$ cat src/source/mipsIsaPkg.sv
package mipsIsaPkg;

	typedef logic [31:0] instr_t;
	typedef logic [5:0] opcode_t;
	typedef logic [5:0] funct_t;

	// Major opcodes, bits 31:26
	localparam opcode_t opRType = 6'b000000;
	localparam opcode_t opJ     = 6'b000010;
	localparam opcode_t opJal   = 6'b000011;
	localparam opcode_t opBeq   = 6'b000100;
	localparam opcode_t opBne   = 6'b000101;
	localparam opcode_t opAddi  = 6'b001000;
	localparam opcode_t opAddiu = 6'b001001;
	localparam opcode_t opSlti  = 6'b001010;
	localparam opcode_t opSltiu = 6'b001011;
	localparam opcode_t opAndi  = 6'b001100;
	localparam opcode_t opOri   = 6'b001101;
	localparam opcode_t opXori  = 6'b001110;
	localparam opcode_t opLui   = 6'b001111;
	localparam opcode_t opLw    = 6'b100011;
	localparam opcode_t opSw    = 6'b101011;

	// R-type function field, bits 5:0
	localparam funct_t fnSll  = 6'b000000;
	localparam funct_t fnSrl  = 6'b000010;
	localparam funct_t fnSra  = 6'b000011;
	localparam funct_t fnJr   = 6'b001000;
	localparam funct_t fnJalr = 6'b001001;
	localparam funct_t fnAdd  = 6'b100000;
	localparam funct_t fnAddu = 6'b100001;
	localparam funct_t fnSub  = 6'b100010;
	localparam funct_t fnSubu = 6'b100011;
	localparam funct_t fnAnd  = 6'b100100;
	localparam funct_t fnOr   = 6'b100101;
	localparam funct_t fnXor  = 6'b100110;
	localparam funct_t fnNor  = 6'b100111;
	localparam funct_t fnSlt  = 6'b101010;
	localparam funct_t fnSltu = 6'b101011;

	// Codes as the ALU in the datapath expects them
	typedef enum logic [3:0] {
		aluAnd  = 4'b0000,
		aluOr   = 4'b0001,
		aluAdd  = 4'b0010,
		aluXor  = 4'b0011,
		aluNor  = 4'b0100,
		aluSrl  = 4'b0101,
		aluSub  = 4'b0110,
		aluSlt  = 4'b0111,
		aluSll  = 4'b1000,
		aluAddu = 4'b1001,
		aluSubu = 4'b1010,
		aluSltu = 4'b1011,
		aluSra  = 4'b1110
	} aluOp_t;

	typedef enum logic [3:0] {
		clsRType, clsIType, clsLoad, clsStore, clsBranch, clsJump,
		clsJal, clsJr, clsJalr, clsLui, clsIllegal
	} instrClass_t;

endpackage

$ cat src/source/ctrlSignalPkg.sv
package ctrlSignalPkg;

	// FSM state encoding
	typedef enum logic [4:0] {
		stFetch    = 5'b00000,
		stDecode   = 5'b00001,
		stExR      = 5'b00010,
		stExMem    = 5'b00011,
		stExI      = 5'b00100,
		stWbLui    = 5'b00101,
		stExBranch = 5'b00110,
		stExJr     = 5'b01000,
		stExJal    = 5'b01001,
		stExJump   = 5'b01010,
		stMemRead  = 5'b01011,
		stMemWrite = 5'b01100,
		stWbR      = 5'b01101,
		stWbI      = 5'b01110,
		stWbLoad   = 5'b01111,
		stError    = 5'b11111
	} ctrlState_t;

	// Register file write data select
	typedef logic [1:0] memToReg_t;
	localparam memToReg_t mtrAlu = 2'd0;
	localparam memToReg_t mtrMem = 2'd1;
	localparam memToReg_t mtrLui = 2'd2;
	localparam memToReg_t mtrPc  = 2'd3;

	typedef logic [1:0] pcSource_t;
	localparam pcSource_t pcsAlu    = 2'd0; // PC + 4 straight from the ALU
	localparam pcSource_t pcsAluOut = 2'd1; // Registered branch target
	localparam pcSource_t pcsJump   = 2'd2;
	localparam pcSource_t pcsReg    = 2'd3;

	typedef logic [1:0] aluSrcB_t;
	localparam aluSrcB_t srcBReg      = 2'd0;
	localparam aluSrcB_t srcBFour     = 2'd1;
	localparam aluSrcB_t srcBImm      = 2'd2;
	localparam aluSrcB_t srcBImmShift = 2'd3;

	typedef logic [1:0] regDst_t;
	localparam regDst_t dstRt = 2'd0;
	localparam regDst_t dstRd = 2'd1;
	localparam regDst_t dstRa = 2'd2; // $31 for jal

endpackage

$ cat src/source/instrDecoder.sv
`timescale 1ns/1ps

module instrDecoder (
	input  mipsIsaPkg::instr_t      inst_i,
	output mipsIsaPkg::instrClass_t instrClass_o,
	output mipsIsaPkg::aluOp_t      aluOp_o,
	output logic                    zeroExt_o
);

	mipsIsaPkg::opcode_t opcode;
	mipsIsaPkg::funct_t  funct;

	assign opcode = inst_i[31:26];
	assign funct  = inst_i[5:0];

	always_comb begin
		instrClass_o = mipsIsaPkg::clsIllegal;
		aluOp_o      = mipsIsaPkg::aluAdd; // Address and immediate add
		zeroExt_o    = 1'b0;
		case (opcode)
			mipsIsaPkg::opRType: begin
				instrClass_o = mipsIsaPkg::clsRType;
				case (funct)
					mipsIsaPkg::fnAdd:  aluOp_o = mipsIsaPkg::aluAdd;
					mipsIsaPkg::fnSub:  aluOp_o = mipsIsaPkg::aluSub;
					mipsIsaPkg::fnAnd:  aluOp_o = mipsIsaPkg::aluAnd;
					mipsIsaPkg::fnOr:   aluOp_o = mipsIsaPkg::aluOr;
					mipsIsaPkg::fnXor:  aluOp_o = mipsIsaPkg::aluXor;
					mipsIsaPkg::fnNor:  aluOp_o = mipsIsaPkg::aluNor;
					mipsIsaPkg::fnSlt:  aluOp_o = mipsIsaPkg::aluSlt;
					mipsIsaPkg::fnSrl:  aluOp_o = mipsIsaPkg::aluSrl;
					mipsIsaPkg::fnSll:  aluOp_o = mipsIsaPkg::aluSll;
					mipsIsaPkg::fnAddu: aluOp_o = mipsIsaPkg::aluAddu;
					mipsIsaPkg::fnSubu: aluOp_o = mipsIsaPkg::aluSubu;
					mipsIsaPkg::fnSltu: aluOp_o = mipsIsaPkg::aluSltu;
					mipsIsaPkg::fnSra:  aluOp_o = mipsIsaPkg::aluSra;
					mipsIsaPkg::fnJr:   instrClass_o = mipsIsaPkg::clsJr;
					mipsIsaPkg::fnJalr: instrClass_o = mipsIsaPkg::clsJalr;
					default:            instrClass_o = mipsIsaPkg::clsIllegal;
				endcase
			end
			mipsIsaPkg::opLw: instrClass_o = mipsIsaPkg::clsLoad;
			mipsIsaPkg::opSw: instrClass_o = mipsIsaPkg::clsStore;
			mipsIsaPkg::opBeq, mipsIsaPkg::opBne: begin
				instrClass_o = mipsIsaPkg::clsBranch;
				aluOp_o      = mipsIsaPkg::aluSub; // Compare rs with rt
				// Extension is unused by a branch, the flag marks bne instead
				zeroExt_o    = (opcode == mipsIsaPkg::opBne);
			end
			mipsIsaPkg::opJ:   instrClass_o = mipsIsaPkg::clsJump;
			mipsIsaPkg::opJal: instrClass_o = mipsIsaPkg::clsJal;
			mipsIsaPkg::opAddi, mipsIsaPkg::opAddiu: instrClass_o = mipsIsaPkg::clsIType;
			mipsIsaPkg::opSlti: begin
				instrClass_o = mipsIsaPkg::clsIType;
				aluOp_o      = mipsIsaPkg::aluSlt;
			end
			mipsIsaPkg::opSltiu: begin
				instrClass_o = mipsIsaPkg::clsIType;
				aluOp_o      = mipsIsaPkg::aluSltu;
				zeroExt_o    = 1'b1;
			end
			mipsIsaPkg::opAndi, mipsIsaPkg::opOri, mipsIsaPkg::opXori: begin
				instrClass_o = mipsIsaPkg::clsIType;
				zeroExt_o    = 1'b1; // Logical immediates are unsigned
				if (opcode == mipsIsaPkg::opAndi)
					aluOp_o = mipsIsaPkg::aluAnd;
				else if (opcode == mipsIsaPkg::opOri)
					aluOp_o = mipsIsaPkg::aluOr;
				else
					aluOp_o = mipsIsaPkg::aluXor;
			end
			mipsIsaPkg::opLui: instrClass_o = mipsIsaPkg::clsLui;
			default:           instrClass_o = mipsIsaPkg::clsIllegal;
		endcase
	end

endmodule

$ cat src/source/stateSequencer.sv
`timescale 1ns/1ps

module stateSequencer (
	input  logic                    clk,
	input  logic                    reset,
	input  logic                    mioReady_i,
	input  mipsIsaPkg::instrClass_t instrClass_i,
	input  mipsIsaPkg::aluOp_t      aluOp_i,
	input  logic                    zeroExt_i,
	output ctrlSignalPkg::ctrlState_t state_o,
	output mipsIsaPkg::aluOp_t      aluOperation_o,
	output logic                    zeroExtend_o,
	output logic                    branchOnEqual_o
);

	ctrlSignalPkg::ctrlState_t state;
	ctrlSignalPkg::ctrlState_t stateNext;

	assign state_o = state;

	////////////////////////////////////////////////////////////
	// Next state
	////////////////////////////////////////////////////////////
	always_comb begin
		stateNext = ctrlSignalPkg::stError;
		case (state)
			ctrlSignalPkg::stFetch:
				stateNext = mioReady_i ? ctrlSignalPkg::stDecode : ctrlSignalPkg::stFetch;
			ctrlSignalPkg::stDecode: begin
				case (instrClass_i)
					mipsIsaPkg::clsRType:  stateNext = ctrlSignalPkg::stExR;
					mipsIsaPkg::clsIType:  stateNext = ctrlSignalPkg::stExI;
					mipsIsaPkg::clsLoad,
					mipsIsaPkg::clsStore:  stateNext = ctrlSignalPkg::stExMem;
					mipsIsaPkg::clsBranch: stateNext = ctrlSignalPkg::stExBranch;
					mipsIsaPkg::clsJump:   stateNext = ctrlSignalPkg::stExJump;
					mipsIsaPkg::clsJr:     stateNext = ctrlSignalPkg::stExJr;
					mipsIsaPkg::clsJal,
					mipsIsaPkg::clsJalr:   stateNext = ctrlSignalPkg::stExJal;
					mipsIsaPkg::clsLui:    stateNext = ctrlSignalPkg::stWbLui;
					default:               stateNext = ctrlSignalPkg::stError;
				endcase
			end
			ctrlSignalPkg::stExR: stateNext = ctrlSignalPkg::stWbR;
			ctrlSignalPkg::stExI: stateNext = ctrlSignalPkg::stWbI;
			// Instruction word is still stable here
			ctrlSignalPkg::stExMem:
				stateNext = (instrClass_i == mipsIsaPkg::clsLoad) ?
					ctrlSignalPkg::stMemRead : ctrlSignalPkg::stMemWrite;
			ctrlSignalPkg::stMemRead:
				stateNext = mioReady_i ? ctrlSignalPkg::stWbLoad : ctrlSignalPkg::stMemRead;
			ctrlSignalPkg::stMemWrite:
				stateNext = mioReady_i ? ctrlSignalPkg::stFetch : ctrlSignalPkg::stMemWrite;
			ctrlSignalPkg::stWbR, ctrlSignalPkg::stWbI, ctrlSignalPkg::stWbLoad,
			ctrlSignalPkg::stWbLui, ctrlSignalPkg::stExBranch, ctrlSignalPkg::stExJump,
			ctrlSignalPkg::stExJr, ctrlSignalPkg::stExJal:
				stateNext = ctrlSignalPkg::stFetch;
			default: stateNext = ctrlSignalPkg::stError; // Sticky until reset
		endcase
	end

	always_ff @(posedge clk or posedge reset) begin
		if (reset) begin
			state           <= ctrlSignalPkg::stFetch;
			aluOperation_o  <= mipsIsaPkg::aluAdd;
			zeroExtend_o    <= 1'b0;
			branchOnEqual_o <= 1'b0;
		end else begin
			state <= stateNext;
			if (state == ctrlSignalPkg::stDecode) begin
				aluOperation_o  <= aluOp_i;
				zeroExtend_o    <= (instrClass_i == mipsIsaPkg::clsIType) && zeroExt_i;
				branchOnEqual_o <= (instrClass_i == mipsIsaPkg::clsBranch) && !zeroExt_i;
			end else if (stateNext == ctrlSignalPkg::stFetch) begin
				aluOperation_o <= mipsIsaPkg::aluAdd; // PC + 4 in the coming fetch
				zeroExtend_o   <= 1'b0;
			end
		end
	end

	////////////////////////////////////////////////////////////
	// Checks
	////////////////////////////////////////////////////////////
	errorSticky: assert property (@(posedge clk) disable iff (reset)
		state == ctrlSignalPkg::stError |=> state == ctrlSignalPkg::stError);

	decodeOneCycle: assert property (@(posedge clk) disable iff (reset)
		state == ctrlSignalPkg::stDecode |=> state != ctrlSignalPkg::stDecode);

	stateLegal: assert property (@(posedge clk) disable iff (reset)
		state inside {ctrlSignalPkg::stFetch, ctrlSignalPkg::stDecode, ctrlSignalPkg::stExR,
			ctrlSignalPkg::stExMem, ctrlSignalPkg::stExI, ctrlSignalPkg::stWbLui,
			ctrlSignalPkg::stExBranch, ctrlSignalPkg::stExJr, ctrlSignalPkg::stExJal,
			ctrlSignalPkg::stExJump, ctrlSignalPkg::stMemRead, ctrlSignalPkg::stMemWrite,
			ctrlSignalPkg::stWbR, ctrlSignalPkg::stWbI, ctrlSignalPkg::stWbLoad,
			ctrlSignalPkg::stError});

endmodule

$ cat src/source/controlWordGen.sv
`timescale 1ns/1ps

module controlWordGen (
	input  ctrlSignalPkg::ctrlState_t state_i,
	input  logic                      mioReady_i,
	output logic                      pcWrite_o,
	output logic                      pcWriteCond_o,
	output logic                      iorD_o,
	output logic                      memRead_o,
	output logic                      memWrite_o,
	output logic                      irWrite_o,
	output logic                      regWrite_o,
	output logic                      cpuMio_o,
	output logic                      aluSrcA_o,
	output ctrlSignalPkg::memToReg_t  memToReg_o,
	output ctrlSignalPkg::pcSource_t  pcSource_o,
	output ctrlSignalPkg::aluSrcB_t   aluSrcB_o,
	output ctrlSignalPkg::regDst_t    regDst_o
);

	always_comb begin
		pcWrite_o     = 1'b0;
		pcWriteCond_o = 1'b0;
		iorD_o        = 1'b0;
		memRead_o     = 1'b0;
		memWrite_o    = 1'b0;
		irWrite_o     = 1'b0;
		regWrite_o    = 1'b0;
		cpuMio_o      = 1'b0;
		aluSrcA_o     = 1'b0; // PC on ALU port A
		memToReg_o    = ctrlSignalPkg::mtrAlu;
		pcSource_o    = ctrlSignalPkg::pcsAlu;
		aluSrcB_o     = ctrlSignalPkg::srcBReg;
		regDst_o      = ctrlSignalPkg::dstRt;
		case (state_i)
			ctrlSignalPkg::stFetch: begin
				memRead_o = 1'b1;
				cpuMio_o  = 1'b1;
				aluSrcB_o = ctrlSignalPkg::srcBFour;
				pcWrite_o = mioReady_i; // PC and IR move together once the word is there
				irWrite_o = mioReady_i;
			end
			// Branch target is formed while the opcode is decoded
			ctrlSignalPkg::stDecode: aluSrcB_o = ctrlSignalPkg::srcBImmShift;
			ctrlSignalPkg::stExR: aluSrcA_o = 1'b1;
			ctrlSignalPkg::stExI, ctrlSignalPkg::stExMem: begin
				aluSrcA_o = 1'b1;
				aluSrcB_o = ctrlSignalPkg::srcBImm;
			end
			ctrlSignalPkg::stMemRead: begin
				memRead_o = 1'b1;
				iorD_o    = 1'b1;
				cpuMio_o  = 1'b1;
			end
			ctrlSignalPkg::stMemWrite: begin
				memWrite_o = mioReady_i;
				iorD_o     = 1'b1;
				cpuMio_o   = 1'b1;
			end
			ctrlSignalPkg::stWbR: begin
				regWrite_o = 1'b1;
				regDst_o   = ctrlSignalPkg::dstRd;
			end
			ctrlSignalPkg::stWbI: regWrite_o = 1'b1;
			ctrlSignalPkg::stWbLoad: begin
				regWrite_o = 1'b1;
				memToReg_o = ctrlSignalPkg::mtrMem;
			end
			ctrlSignalPkg::stWbLui: begin
				regWrite_o = 1'b1;
				memToReg_o = ctrlSignalPkg::mtrLui;
			end
			ctrlSignalPkg::stExBranch: begin
				pcWriteCond_o = 1'b1; // Datapath gates this with zero and the branch sense
				aluSrcA_o     = 1'b1;
				pcSource_o    = ctrlSignalPkg::pcsAluOut;
			end
			ctrlSignalPkg::stExJump: begin
				pcWrite_o  = 1'b1;
				pcSource_o = ctrlSignalPkg::pcsJump;
			end
			ctrlSignalPkg::stExJr: begin
				pcWrite_o  = 1'b1;
				aluSrcA_o  = 1'b1;
				pcSource_o = ctrlSignalPkg::pcsReg;
			end
			ctrlSignalPkg::stExJal: begin
				pcWrite_o  = 1'b1;
				regWrite_o = 1'b1;
				memToReg_o = ctrlSignalPkg::mtrPc; // Link address
				regDst_o   = ctrlSignalPkg::dstRa;
				pcSource_o = ctrlSignalPkg::pcsJump;
			end
			default: ; // Error state keeps everything quiet
		endcase
	end

	always_comb begin
		memAccessExclusive: assert (!(memRead_o && memWrite_o))
			else $error("memRead and memWrite both high in state %0d", state_i);
	end

endmodule

$ cat src/source/mipsControl.sv
`timescale 1ns/1ps

module mipsControl (
	input  logic                      clk,
	input  logic                      reset,
	input  mipsIsaPkg::instr_t        inst_i,
	input  logic                      mioReady_i,
	output logic                      pcWrite_o,
	output logic                      pcWriteCond_o,
	output logic                      iorD_o,
	output logic                      memRead_o,
	output logic                      memWrite_o,
	output logic                      irWrite_o,
	output logic                      regWrite_o,
	output logic                      cpuMio_o,
	output logic                      aluSrcA_o,
	output ctrlSignalPkg::memToReg_t  memToReg_o,
	output ctrlSignalPkg::pcSource_t  pcSource_o,
	output ctrlSignalPkg::aluSrcB_t   aluSrcB_o,
	output ctrlSignalPkg::regDst_t    regDst_o,
	output mipsIsaPkg::aluOp_t        aluOperation_o,
	output logic                      zeroExtend_o,
	output logic                      branchOnEqual_o,
	output ctrlSignalPkg::ctrlState_t stateOut_o
);

	mipsIsaPkg::instrClass_t   instrClass;
	mipsIsaPkg::aluOp_t        decodedAluOp;
	logic                      decodedZeroExt;
	ctrlSignalPkg::ctrlState_t state;

	assign stateOut_o = state;

	// Pure decode of the held instruction word
	instrDecoder decoder_i (
		.inst_i       (inst_i),
		.instrClass_o (instrClass),
		.aluOp_o      (decodedAluOp),
		.zeroExt_o    (decodedZeroExt)
	);

	stateSequencer sequencer_i (
		.clk             (clk),
		.reset           (reset),
		.mioReady_i      (mioReady_i),
		.instrClass_i    (instrClass),
		.aluOp_i         (decodedAluOp),
		.zeroExt_i       (decodedZeroExt),
		.state_o         (state),
		.aluOperation_o  (aluOperation_o),
		.zeroExtend_o    (zeroExtend_o),
		.branchOnEqual_o (branchOnEqual_o)
	);

	controlWordGen wordGen_i (
		.state_i       (state),
		.mioReady_i    (mioReady_i),
		.pcWrite_o     (pcWrite_o),
		.pcWriteCond_o (pcWriteCond_o),
		.iorD_o        (iorD_o),
		.memRead_o     (memRead_o),
		.memWrite_o    (memWrite_o),
		.irWrite_o     (irWrite_o),
		.regWrite_o    (regWrite_o),
		.cpuMio_o      (cpuMio_o),
		.aluSrcA_o     (aluSrcA_o),
		.memToReg_o    (memToReg_o),
		.pcSource_o    (pcSource_o),
		.aluSrcB_o     (aluSrcB_o),
		.regDst_o      (regDst_o)
	);

endmodule

$ cat config.mk
export PLATFORM = sky130hd
export DESIGN_NAME = mipsControl
export DESIGN_NICKNAME = d
export VERILOG_FILES = /design/src/source/mipsIsaPkg.sv /design/src/source/ctrlSignalPkg.sv /design/src/source/instrDecoder.sv /design/src/source/stateSequencer.sv /design/src/source/controlWordGen.sv /design/src/source/mipsControl.sv
export SDC_FILE = /design/constraint.sdc
export NUM_CORES = 1
export LEC_CHECK = 0
export BUFFER_PORTS_ARGS = -buffer_cell sky130_fd_sc_hd__buf_2
export CAP_MARGIN = 25
export CELL_PAD_IN_SITES_DETAIL_PLACEMENT = 1
export CELL_PAD_IN_SITES_GLOBAL_PLACEMENT = 1
export CORE_ASPECT_RATIO = 0.8
export CORE_MARGIN = 5
export CORE_UTILIZATION = 37
export DETAILED_ROUTE_END_ITERATION = 8
export PLACE_DENSITY_LB_ADDON = 0.1
export SETUP_SLACK_MARGIN = 0.05
export SLEW_MARGIN = 20
export SYNTH_ARGS = -nofsm -noshare
export SYNTH_HDL_FRONTEND = slang
export SYNTH_HIERARCHICAL = 1
export SYNTH_SLANG_ARGS = --single-unit
$ cat constraint.sdc
create_clock -name clk -period 2.7 [get_ports clk]
set_input_delay 0.54 -clock clk [delete_from_list [all_inputs] [get_ports clk]]
set_output_delay 0.54 -clock clk [all_outputs]
set_load 0.05 [all_outputs]
# [After elaboration in Yosys (flattened, before gate mapping)]
# Memory sizes are Yosys's and may differ from the RTL's.
# Cells that the tools add are included.
[classes] n_eq_ne=45 muxes=29 n_reduce_logical=22
[op_table] operator="$eq 6x6->1 const B" count=12
[op_table] operator="$eq 6x4->1 const B" count=10
[op_table] operator="$pmux 4 s12" count=1
[op_table] operator="$eq 5x4->1 const B" count=8
[op_table] operator="$pmux 5 s8" count=1
[op_table] operator="$pmux 4 s8" count=1
[op_table] operator="$eq 6x2->1 const B" count=4
[op_table] operator="$pmux 4 s5" count=1
[op_table] operator="$pmux 2 s3" count=3
[op_table] operator="$mux 4" count=4
[op_table] operator="$eq 5x3->1 const B" count=3
[op_table] operator="$reduce_or 13->1" count=1
[op_table] operator="$eq 6x3->1 const B" count=2
[op_table] operator="$logic_not 6->1" count=2
[op_table] operator="$pmux 4 s3" count=1
[op_table] operator="$mux 1" count=11
[op_table] operator="$eq 5x2->1 const B" count=2
[op_table] operator="$logic_not 5->1" count=2
[op_table] operator="$reduce_or 2->1" count=5
[op_table] operator="$reduce_or 5->1" count=2
[op_table] operator="$reduce_or 3->1" count=3
[op_table] operator="$reduce_or 8->1" count=1
[op_table] operator="$reduce_or 7->1" count=1
[op_table] operator="$mux 3" count=2
[op_table] operator="other kinds (11)" count=13
[word_totals] register_bits=11 mem_bits_ro=80 in_bits=35 out_inout_bits=28 n_memories=1
[mem_list] name="(no name shown)" depth=16 word_bits=5 rd=1 rd_ports_with_merged_regs=0 wr=0 line_no="stateSequencer.sv:30" text="case (instrClass_i)"

# [Longest topological paths before layout]
# Gate-level depths: netlist of the first run.
[depth] ltp_word=10 mapped_depth=12 mapped_depth_nobuf=9

# [Modules after synthesis]
# The synthesis of the first run kept the hierarchy.
[modules_own_cells] module="stateSequencer" instances=1 cells_each=81 area_per_inst_um2=753.2 seq_area_each_um2=276.5
[modules_own_cells] module="instrDecoder" instances=1 cells_each=77 area_per_inst_um2=509.2 seq_area_each_um2=0.0
[modules_own_cells] module="controlWordGen" instances=1 cells_each=49 area_per_inst_um2=282.8 seq_area_each_um2=0.0

# [Worst setup path after synthesis of the first run]
# Ideal clock, no wire load.
[synth_timing] path_kind="reg-to-output" startpoint="register sequencer_i.state[2] (netlist: sequencer_i/state_o[2])" endpoint="output port aluSrcB_o[0]" arrival_ns=2.611 setup_slack_ns=-0.451 stages_incl_launch_ff=4 cell_sequence="dfrtp_1 buf_2 buf_2 nor4_1"
[synth_between] elab_chain_cells=3
[synth_rtl] element="from (decl)" line_no="stateSequencer.sv:16" text="ctrlSignalPkg::ctrlState_t state;"
[synth_rtl] element="from (signal assigned)" line_no="stateSequencer.sv:64" text="state <= ctrlSignalPkg::stFetch;"
[synth_rtl] element="from (signal assigned)" line_no="stateSequencer.sv:69" text="state <= stateNext;"
[synth_rtl] element="$eq 5x3->1 / $eq 5x2->1 (equally long branches)" line_no="controlWordGen.sv:35" text="case (state_i)"
[synth_rtl] element="$reduce_or 2->1"
[synth_rtl] element="$pmux 2 s3 *" line_no="controlWordGen.sv:35"
[synth_rtl] element="to (decl)" line_no="mipsControl.sv:19" text="output ctrlSignalPkg::aluSrcB_t aluSrcB_o,"
# Mark *: on every way between the ends. The rest lies on a longest branch, timed or not.

# [Final worst setup path of the first run]
[layout_timing] startpoint="input port inst_i[5]" endpoint="register sequencer_i.aluOperation_o[3]"
[layout_between] elab_chain_cells=9
[layout_rtl] element="from (decl)" line_no="mipsControl.sv:6" text="input mipsIsaPkg::instr_t inst_i,"
[layout_rtl] element="$eq 6x6->1 (tied with other cells)" line_no="instrDecoder.sv:23" text="case (funct)"
[layout_rtl] element="$reduce_or 13->1 (no source line)"
[layout_rtl] element="$pmux 4 s3 *" line_no="instrDecoder.sv:23"
[layout_rtl] element="$pmux 4 s8 *" line_no="instrDecoder.sv:20" text="case (opcode)"
[layout_rtl] element="net instrClass[1]" line_no="mipsControl.sv:27" text="mipsIsaPkg::instrClass_t instrClass;"
[layout_rtl] element="branches (longest 2 deep; another with $mem_v2 16x5)"
[layout_rtl] element="$pmux 5 s8 *" line_no="stateSequencer.sv:26" text="case (state)"
[layout_rtl] element="$logic_not 5->1 *" line_no="stateSequencer.sv:74" text="end else if (stateNext == ctrlSignalPkg::stFetch) begin"
[layout_rtl] element="$reduce_bool 2->1 (no source line) *"
[layout_rtl] element="to (signal assigned)" line_no="stateSequencer.sv:65" text="aluOperation_o <= mipsIsaPkg::aluAdd;"
[layout_rtl] element="to (signal assigned)" line_no="stateSequencer.sv:71" text="aluOperation_o <= aluOp_i;"
[layout_rtl] element="to (signal assigned)" line_no="stateSequencer.sv:75" text="aluOperation_o <= mipsIsaPkg::aluAdd;"
[layout_rtl] element="to (decl)" line_no="stateSequencer.sv:11" text="output mipsIsaPkg::aluOp_t aluOperation_o,"
# Mark *: on every way through the listed nets, which the timed path passes.
# A chain may end at the register's enable or synchronous reset.

==> impl_metrics.csv, run 1 <==
group,metric,value,unit
clock_network,cts_tree,"built",
detailed_routing,drc,0,
timing,finalMaxSlewViolations,0,
logic_synthesis,async_flop_share,1.00,
logic_synthesis,ys_ff_latch,11,
clock_network,clk_pin_slew,0.05,ns
critical_path,crit_type,"primary input to flip-flop",
critical_path,worst_ep_required_time,2.84,ns
layout,nets,286,
detailed_routing,ant_nets,0,
place,portBuffers,42,
timing,fmaxAchievable,407,MHz
logic_synthesis,yosysTopAreaCellShare,0.162,
layout,area_growth,25.1,%
logic_synthesis,yosys_warnings,6,
timing,worst_slack,0.244,ns
critical_path,r2r_setup_slack,0.60,ns
timing,hold_viol,0,
clock_network,cts_made_buffers,3,
clock_network,cts-hold-fix-buffers,0,
critical_path,critical_path.max_fanout,8,
power,ir_drop,177,uV
timing,maxSlewHeadroom,0.480,
floorplanning,start_util,0.377,
logic_synthesis,synth_area_leaders,"dfrtp_1 (16%), nand2_1 (5.8%), a21oi_1 (4.5%), buf_6 (3.6%), buf_2 (3.6%)",
critical_path,path_cells,"buf_2 > nand2b_2 > a21oi_1 > o21ai_2 > a221o_1 > nand4_1 > buf_4 > a21boi_0 > o2111ai_1 > and4b_2 > a32oi_1",
timing,worstMarginPinSlew,0.779,ns
timing,period_minus_slack,2.46,ns
logic_synthesis,syn-instance-count,207,
clock_network,clockBufferDepth,2,
clock_network,clk_latency,0.23,ns
layout,drive_gt1_frac,0.388,
detailed_routing,detail_route.wl_per_cell,15.3,um
clock_network,ctsRootBufferMaster,"clkbuf_8",
clock_network,cts.sinks,11,
detailed_routing,drt_iter0_drc,72,
grt,overflow,0,
power,power,444,uW
critical_path,cp_top_family,"compound AO/OA/AOI/OAI gates",
critical_path,worst-path-buf-inv,2,
timing,rsz0062_at_grt,"no",
power,p_leak,0.780,nW
layout,fill_cells,550,
floorplanning,chipHeight,67.8,um
floorplanning,core_region_area,0.00410,mm^2
timing,skew,0.00142,ns
place,dpl.hpwl,3.69,mm
floorplanning,ios,63,
floorplanning,dieArea,0.00558,mm^2
min_path,hold_path_class,"primary input to asynchronous set/reset pin",
floorplanning,row_count,21,
critical_path,start_kind,"primary input",
run_status,status,"completed",
power,power_density,230,mW/mm^2
place,dpl-instance-area,0.00185,mm^2
logic_synthesis,synth_edf_count,0,
logic_synthesis,yosys.area.top_type,"dfrtp_1",
critical_path,cp-startpoint,"inst_i[5]",
critical_path,critPathSlowestCell,"a221o_1",
logic_synthesis,synth_common_cells,"nand2_1 (24), a21oi_1 (14), nor2_1 (13)",
logic_synthesis,ys_seq_area_frac,0.179,
detailed_routing,drt_pass1_iterations,4,
place,pre_cts_ws,-0.0946,ns
grt,grt_pass1_vias,1608,
layout,fin_util,0.472,
critical_path,reg2reg_from,"sequencer_i/state_o[2]",
detailed_routing,vias,1713,
layout,fin_area,0.00193,mm^2
floorplanning,dieWidth,82.3,um
critical_path,critPathCaptureType,"flip-flop",
layout,diodes,0,
timing,setup_viol,0,
grt,grt_first_pass_wirelength,7.63,mm
timing,fin_crit_sh,0.910,
critical_path,crit_arrival,2.60,ns
clock_network,ctsHtreeMaxLevel,1,
detailed_routing,viasPerCell,5.58,
layout,seq_area,278,um^2
place,gp_congestion,0.867,
grt,grt_max_degree,22,
logic_synthesis,syn_area,0.00155,mm^2
logic_synthesis,synth_nets,242,
critical_path,slowest_delay,0.34,ns
grt,antenna_found_initial,0,
logic_synthesis,synth_cell_types,68,
grt,grt_usage,0.171,
layout,multi_input_area,0.00117,mm^2
detailed_routing,wirelength,4.69,mm
logic_synthesis,avgSynthCellArea,7.46,um^2
flow_run,maxCapViolations,0,
logic_synthesis,yosysMostFrequentCell,"nand2_1",
logic_synthesis,yosys_most_used_dff,"dfrtp_1",
## flip-flops by register name, summed over array words and instances, names as in the netlist
register	count
sequencer_i/branchOnEqual_o	1
sequencer_i/aluOperation_o	4
sequencer_i/state_o	5
sequencer_i/zeroExtend_o	1
## area by class of cell
type,instances,area share
flip-flops and latches,11,0.144
well taps,57,0.0369
clock buffers,4,0.0233
multi-input cells,166,0.604
inverters,11,0.0214
repair buffers,58,0.171
## placed cells by master, fill, tap and decap left out, drive strengths merged, types with 4 or more instances in the layout
cell,n
nor2,15
nand2b,5
a32oi,4
nand2,24
inv,11
dfrtp,10
o21ai,12
nand3,8
nor2b,4
buf,58
a211oi,4
nor4,4
nor3,13
clkbuf,4
a21oi,15
## cells by family (layout without fill, tap and decap cells)
family	count (synthesis)	in the layout	synth area share
AOI/OAI and AO/OA	68	68	0.336
xor gates and xnor gates	4	4	0.0227
adders and majority gates	2	2	0.0138
buffers and inverters	30	73	0.111
DFF	11	11	0.179
muxes	2	2	0.0162
and+or+nand+nor	90	90	0.321
## path summary, 6_finish.rpt
check                      cells past startpoint                       endpoint
max                                           11  sequencer_i/aluOperation_o[3]
min                                            2  sequencer_i/aluOperation_o[0]
max reg2reg                                    5  sequencer_i/aluOperation_o[3]
min reg2reg                                    2    sequencer_i/branchOnEqual_o
max in group asynchronous                      2  sequencer_i/aluOperation_o[1]
min in group clk                               2    sequencer_i/branchOnEqual_o
## stage by stage
step,hold slack (ns),setup TNS [ns],instances
floorplan,0.392,0,207
global placement,0.489,-0.0116,301
detailed placement,0.497,-0.564,301
CTS,0.289,0,305
global route,0.312,0,307
finish,0.277,0,307
## power breakdown
group / switching [mW] / total (mW) / internal [mW]
sequential: 0 / 0.165 / 0.165
combinational: 0.0694 / 0.120 / 0.0503
clock: 0.0560 / 0.159 / 0.103
## what timing repair did
action,in CTS,in global routing
gates resized for setup,0,5
setup buffers,0,2
endpoints found under the setup margin,0,10
## metal layers
metal	GRT usage	vias up	part of all wire
li1	-	850	-
met1	0.253	819	0.48
met2	0.267	42	0.46
met3	0.0200	2	0.052
met4	0.0270	0	0.0053
met5	0	-	0
(Power assumes the default switching activity.)
==> inputs of run 2 (changes only) <==
Settings changed: REMOVE_ABC_BUFFERS from default to 1.
==> run 2 against run 1 <==
Against the previous run: final area is 4.1% lower; first-iteration DRC count is 15% lower; maximum frequency is 2.8% lower; sequential cell count stayed put; clock skew is 0.0041 ns higher; utilization is 1.9 points lower; sequential power hardly changed; final cell count is 0.65% lower; sequential share of layout area is 0.54 points higher; global-route usage is 0.70 points higher; count of clock-buffer cells in the layout stayed put; hold slack better by 0.015 ns; critical path type is now flip-flop to output port; critical endpoint is now cpuMio_o.
==> impl_metrics.csv, run 2 (synthesis gave the netlist of run 1 again) <==
group,metric,value,unit
run_status,status,"completed",
critical_path,r2r_end,"sequencer_i/zeroExtend_o",
place,dpl.hpwl,3.87,mm
detailed_routing,drt_iter0_drc,61,
power,ir_drop,169,uV
floorplanning,dieArea,0.00558,mm^2
critical_path,crit_type,"flip-flop to output port",
detailed_routing,detail_route.wl_per_cell,16.3,um
layout,largest_register_ffs,5,
grt,grt_first_pass_wirelength,7.94,mm
power,p_int,316,uW
clock_network,cts_tree,"built",
timing,fin_crit_sh,0.936,
place,portBuffers,42,
layout,diodes,0,
grt,overflow,0,
place,gp_congestion,0.857,
min_path,hold_path_class,"primary input to asynchronous set/reset pin",
clock_network,clockBufferDepth,2,
critical_path,start_kind,"flip-flop",
grt,grt_usage,0.178,
power,power_density,244,mW/mm^2
critical_path,critical_path.max_fanout,25,
timing,rsz0062_at_grt,"no",
power,p_leak,0.764,nW
power,power_frac_comb,0.262,
timing,setup_viol,0,
power,switching_share,0.302,
critical_path,reg2regPathDepth,4,
floorplanning,start_util,0.377,
critical_path,r2r_setup_slack,0.68,ns
clock_network,cts-hold-fix-buffers,0,
power,seqPwrFrac,0.365,
timing,worst_slack,0.173,ns
timing,tns,0,ns
detailed_routing,drc,0,
floorplanning,chipHeight,67.8,um
critical_path,critPathCaptureType,"output port",
layout,final_common_cell,"buf_2",
power,power_frac_clock,0.373,
detailed_routing,vias,1728,
clock_network,clk_pin_slew,0.05,ns
detailed_routing,wirelength,4.96,mm
timing,maxSlewHeadroom,0.516,
clock_network,ctsRootBufferMaster,"clkbuf_8",
detailed_routing,drt_pass1_iterations,4,
timing,worstMarginPinSlew,0.726,ns
timing,period_minus_slack,2.53,ns
layout,drive_gt1_frac,0.335,
timing,holdWs,0.292,ns
timing,hold_viol,0,
timing,fmaxAchievable,396,MHz
power,p_sw,137,uW
grt,antenna_found_initial,0,
detailed_routing,viasPerCell,5.67,
timing,finalMaxSlewViolations,0,
critical_path,crit_arrival,1.99,ns
critical_path,reg2reg_from,"sequencer_i/state_o[3]",
clock_network,clk_latency,0.24,ns
critical_path,worst_ep_required_time,2.16,ns
grt,grt_pass1_vias,1679,
clock_network,cts.sinks,11,
flow_run,maxCapViolations,0,
clock_network,cts_made_buffers,3,
timing,skew,0.00549,ns
detailed_routing,ant_nets,0,
layout,final_cell_mix,"buf_2 (42), nand2_1 (24), a21oi_1 (14), buf_4 (14), nor2_1 (13)",
clock_network,ctsHtreeMaxLevel,1,
layout,nets,284,
floorplanning,ios,63,
floorplanning,row_count,21,
floorplanning,dieWidth,82.3,um
place,pre_cts_ws,-0.146,ns
grt,grt_max_degree,26,
layout,area_growth,20.0,%
floorplanning,core_region_area,0.00410,mm^2
## run 2: changes by cell type in the layout (fill, tap and decap cells not counted), moves of 2 or more
cell      delta
a211oi_1     +2
a211oi_2     -2
buf_4        -2
nor3_1       +7
nor3_2       -7
## run 2: routing by layer
metal	global-route usage	share of wire	wire (um)
met1	0.246	0.49	2430
met2	0.302	0.48	2400
met3	0.0200	0.025	125
met4	0.0249	0	0
met5	0	0	0
## run 2: critical path: stages (launching register included)
cell and delay, ns:
dfrtp_1 0.64, or3_1 0.51, a21oi_1 0.19, o21ba_2 0.14
buf_2 0.25
## run 2: repair_timing
item                                    CTS  global route
resized for setup                         0             3
setup buffers                             0             1
endpoints found under the setup margin    0             8
## run 2: how the worst max path moves through the flow
| stage | cells after the start | slack, ns | endpoint | start |
|---|---|---|---|---|
| 6_report | 4 | 0.17 | cpuMio_o | sequencer_i/state_o[3] |
| 5_1_grt | 4 | 0.05 | cpuMio_o | sequencer_i/state_o[3] |
| 4_1_cts | 10 | 0.15 | sequencer_i/aluOperation_o[3] | inst_i[30] |
| 3_5_place_dp | 10 | -0.15 | sequencer_i/zeroExtend_o | inst_i[30] |
| 3_3_place_gp | 10 | 0.01 | sequencer_i/aluOperation_o[2] | inst_i[28] |
| 2_1_floorplan | 2 | -0.29 | memRead_o | sequencer_i/state_o[3] |
## run 2: final cells by class
type	count	area, um^2
clock buffer	4	45.0
fill	551	2240
inverter	11	41.3
multi-input combinational	166	1100
sequential	11	277
tap	57	71.3
timing repair buffer	56	315
## run 2: stage by stage
| stage | util | power (mW) | cells | area, um^2 |
|---|---|---|---|---|
| after global routing | 0.452 | 0.482 | 305 | 1850 |
| final | 0.452 | 0.453 | 305 | 1850 |
| after CTS | 0.449 | 0.457 | 304 | 1840 |
| after global placement | 0.438 | 0.276 | 300 | 1790 |
| after detailed placement | 0.438 | 0.283 | 300 | 1790 |
| after floorplan | - | 0.226 | 188 | 1420 |
## run 2: power groups by stage
| stage | registers (mW) | clock network [mW] | logic (mW) |
|---|---|---|---|
| 5_1_grt | 0.165 | 0.187 | 0.130 |
| 6_report | 0.165 | 0.169 | 0.118 |
| 3_5_place_dp | 0.168 | 0 | 0.115 |
| 4_1_cts | 0.165 | 0.177 | 0.116 |
| 3_3_place_gp | 0.168 | 0 | 0.108 |
| 2_1_floorplan | 0.168 | 0 | 0.0579 |
==> inputs of run 3 (changes only) <==
Settings changed: CORE_UTILIZATION 37 to 34, SYNTH_HIERARCHICAL 1 to default.
==> run 3 against run 2 <==
Against the previous run: combinational power grew to 5.3 times the previous value; sequential power is 86% higher; critical path depth stayed put; largest cell class unchanged; synthesized cell count is 7.2% lower; clock skew is 0.0050 ns lower; register-to-register slack worse by 0.15 ns; final cell count is 8.5% lower.
==> impl_metrics.csv, run 3 <==
group,metric,value,unit
floorplanning,start_util,0.352,
grt,grt-busiest-layer,"met1",
critical_path,start_kind,"flip-flop",
clock_network,cts-hold-fix-buffers,0,
timing,period_minus_slack,2.45,ns
critical_path,crit_end,"cpuMio_o",
floorplanning,dieWidth,80.1,um
timing,hold_viol,0,
detailed_routing,detail_route.wl_per_cell,16.3,um
clock_network,ctsHtreeMaxLevel,1,
critical_path,r2r_end,"sequencer_i.zeroExtend_o",
logic_synthesis,synth-simple-area-share,0.357,
logic_synthesis,ys_ff_latch,11,
clock_network,clockBufferDepth,2,
timing,setup_viol,0,
clock_network,cts_tree,"built",
floorplanning,dieArea,0.00530,mm^2
timing,tns,0,ns
logic_synthesis,yosysTopAreaCellShare,0.187,
floorplanning,chipHeight,66.1,um
timing,finalMaxSlewViolations,0,
clock_network,cts_made_buffers,3,
logic_synthesis,yosys_most_used_dff,"dfrtp_1",
grt,antenna_found_initial,0,
floorplanning,row_count,20,
logic_synthesis,synth_top_family_by_area,"simple AND/OR/NAND/NOR gates",
critical_path,crit_arrival,1.91,ns
floorplanning,core_region_area,0.00380,mm^2
logic_synthesis,synth-xor-area-share,0.0327,
power,p_leak,0.685,nW
power,power_density,684,mW/mm^2
critical_path,critical_path.max_fanout,20,
logic_synthesis,synth_common_cells,"nor2_1 (24), a21oi_1 (18), nand2_1 (15), nor3_1 (15), dfrtp_1 (10)",
place,gp_congestion,0.903,
place,dpl.hpwl,3.71,mm
critical_path,critPathCaptureType,"output port",
clock_network,cts.sinks,11,
layout,largest_register_ffs,5,
detailed_routing,vias,1557,
logic_synthesis,synth.area.mux_share,0.0150,
critical_path,path_cells,"nand2_1 > o32a_1 > nor2_1 > buf_2",
logic_synthesis,async_flop_share,1.00,
clock_network,clk_latency,0.23,ns
grt,grtUsageMet1,0.268,
logic_synthesis,syn-instance-count,192,
critical_path,cp_num_cells,4,
timing,maxSlewHeadroom,0.574,
floorplanning,ios,63,
place,portBuffers,42,
timing,holdWs,0.285,ns
logic_synthesis,synth_fa_ha_area_frac,0.00748,
grt,met3_usage,0.0191,
logic_synthesis,yosys.area.top_type,"dfrtp_1",
layout,diodes,0,
clock_network,clk_pin_slew,0.05,ns
timing,fin_crit_sh,0.906,
logic_synthesis,yosysMostFrequentCell,"nor2_1",
timing,fmaxAchievable,409,MHz
logic_synthesis,synth-compound-area-share,0.304,
grt,grt_pass1_vias,1561,
min_path,hold_path_class,"primary input to asynchronous set/reset pin",
grt,grt_first_pass_wirelength,7.51,mm
layout,nets,260,
timing,rsz0062_at_grt,"no",
logic_synthesis,synth_edf_count,0,
layout,drive_gt1_frac,0.259,
detailed_routing,viasPerCell,5.58,
logic_synthesis,synth_area_leaders,"dfrtp_1 (19%), a21oi_1 (6.7%), nor2_1 (6.7%), nor3_1 (5.6%), nand2_1 (4.2%)",
grt,grt_usage,0.177,
timing,skew,0.000508,ns
grt,grt_max_degree,23,
critical_path,reg2reg_from,"sequencer_i.state_o[1]",
critical_path,worst-path-buf-inv,1,
critical_path,r2r_setup_slack,0.53,ns
detailed_routing,ant_nets,0,
logic_synthesis,ys_seq_area_frac,0.207,
logic_synthesis,syn_area,0.00134,mm^2
critical_path,worst_ep_required_time,2.16,ns
layout,area_growth,20.0,%
critical_path,cp-startpoint,"sequencer_i.state_o[2]",
layout,final_cell_mix,"buf_2 (42), nor2_1 (24), a21oi_1 (18)",
critical_path,slowest_delay,0.74,ns
logic_synthesis,synth_cell_types,54,
grt,grt_use_met2,0.264,
clock_network,ctsRootBufferMaster,"clkbuf_8",
grt,overflow,0,
timing,worstMarginPinSlew,0.638,ns
critical_path,cp_top_family,"flip-flops",
logic_synthesis,yosys_warnings,0,
detailed_routing,wirelength,4.56,mm
detailed_routing,drt_pass1_iterations,4,
critical_path,reg2regPathDepth,6,
critical_path,critPathSlowestCell,"dfrtp_1",
detailed_routing,drt_iter0_drc,69,
power,ir_drop,269,uV
layout,fin_util,0.422,
flow_run,maxCapViolations,0,
run_status,status,"completed",
logic_synthesis,avgSynthCellArea,6.97,um^2
clock_network,post-cts-setup-buffers,0,
power,power,1.10,mW
detailed_routing,drc,0,
layout,final_common_cell,"buf_2",
critical_path,crit_type,"flip-flop to output port",
[run 3: cell types whose count changed after synthesis, sizes merged, moves of 5 or more]
cell / delta
buf: -8
clkbuf: +6
inv: -5
nand2: -9
nand3: -5
nor2: +9
[run 3: worst min-delay path by stage]
stage | start | end | slack, ns | cells after the start
finish | reset | sequencer_i.state_o[1] | 0.28 | 2
global route | reset | sequencer_i.zeroExtend_o | 0.34 | 2
CTS | reset | sequencer_i.aluOperation_o[2] | 0.30 | 2
global placement | sequencer_i.aluOperation_o[1] | sequencer_i.aluOperation_o[1] | 0.46 | 2
detailed placement | sequencer_i.aluOperation_o[1] | sequencer_i.aluOperation_o[1] | 0.46 | 2
floorplan | reset | sequencer_i.aluOperation_o[0] | 0.39 | 1
[run 3: worst reg2reg max path: cells and delay by family, from the launching register on]
family,cells,cell delay [ns]
AOI/OAI and AO/OA,2,0.35
DFF,1,0.60
muxes,1,0.16
and+or+nand+nor,3,0.95
[run 3: repair_timing]
action | in CTS | in global routing
hold endpoints to repair | 0 | 0
gates resized for setup | 0 | 1
endpoints found under the setup margin | 0 | 1
[run 3: power by group]
| group | switching (mW) | leakage [nW] | internal (mW) | total [mW] |
|---|---|---|---|---|
| clock | 0.0572 | 0.0228 | 0.103 | 0.160 |
| combinational | 0.430 | 0.542 | 0.201 | 0.631 |
| sequential | 0.109 | 0.120 | 0.198 | 0.307 |
| total | 0.595 | 0.685 | 0.503 | 1.10 |
[run 3: routing by layer]
layer  vias to the layer above  wire length [um]
met4                         0                29
met5                         -                 0
li1                        769                 -
met1                       733              2280
met3                         4               316
met2                        51              1930
[run 3: through the flow]
step	cells	setup slack [ns]	instance area [um^2]
4_1_cts	279	0.208	1600
3_5_place_dp	275	0.337	1560
5_1_grt	279	0.0632	1610
2_1_floorplan	175	-0.478	1260
6_report	279	0.253	1610
3_3_place_gp	275	0.444	1560
[run 3: layout make-up]
cell class	instances	area (um^2)
inverters	6	22.5
well taps	55	68.8
multi-input cells	158	958
flip-flops and latches	11	278
clock buffers	4	45.0
fillers	521	2200
repair buffers	45	233
[run 3: logic make-up (layout without fill, tap and decap cells)]
kind of cell / after synthesis / count (layout)
fa+ha+maj: 1 / 1
mux: 2 / 2
simple gates: 90 / 90
xor+xnor: 5 / 5
compound gates: 60 / 60
flops: 11 / 11
buf+inv: 23 / 55
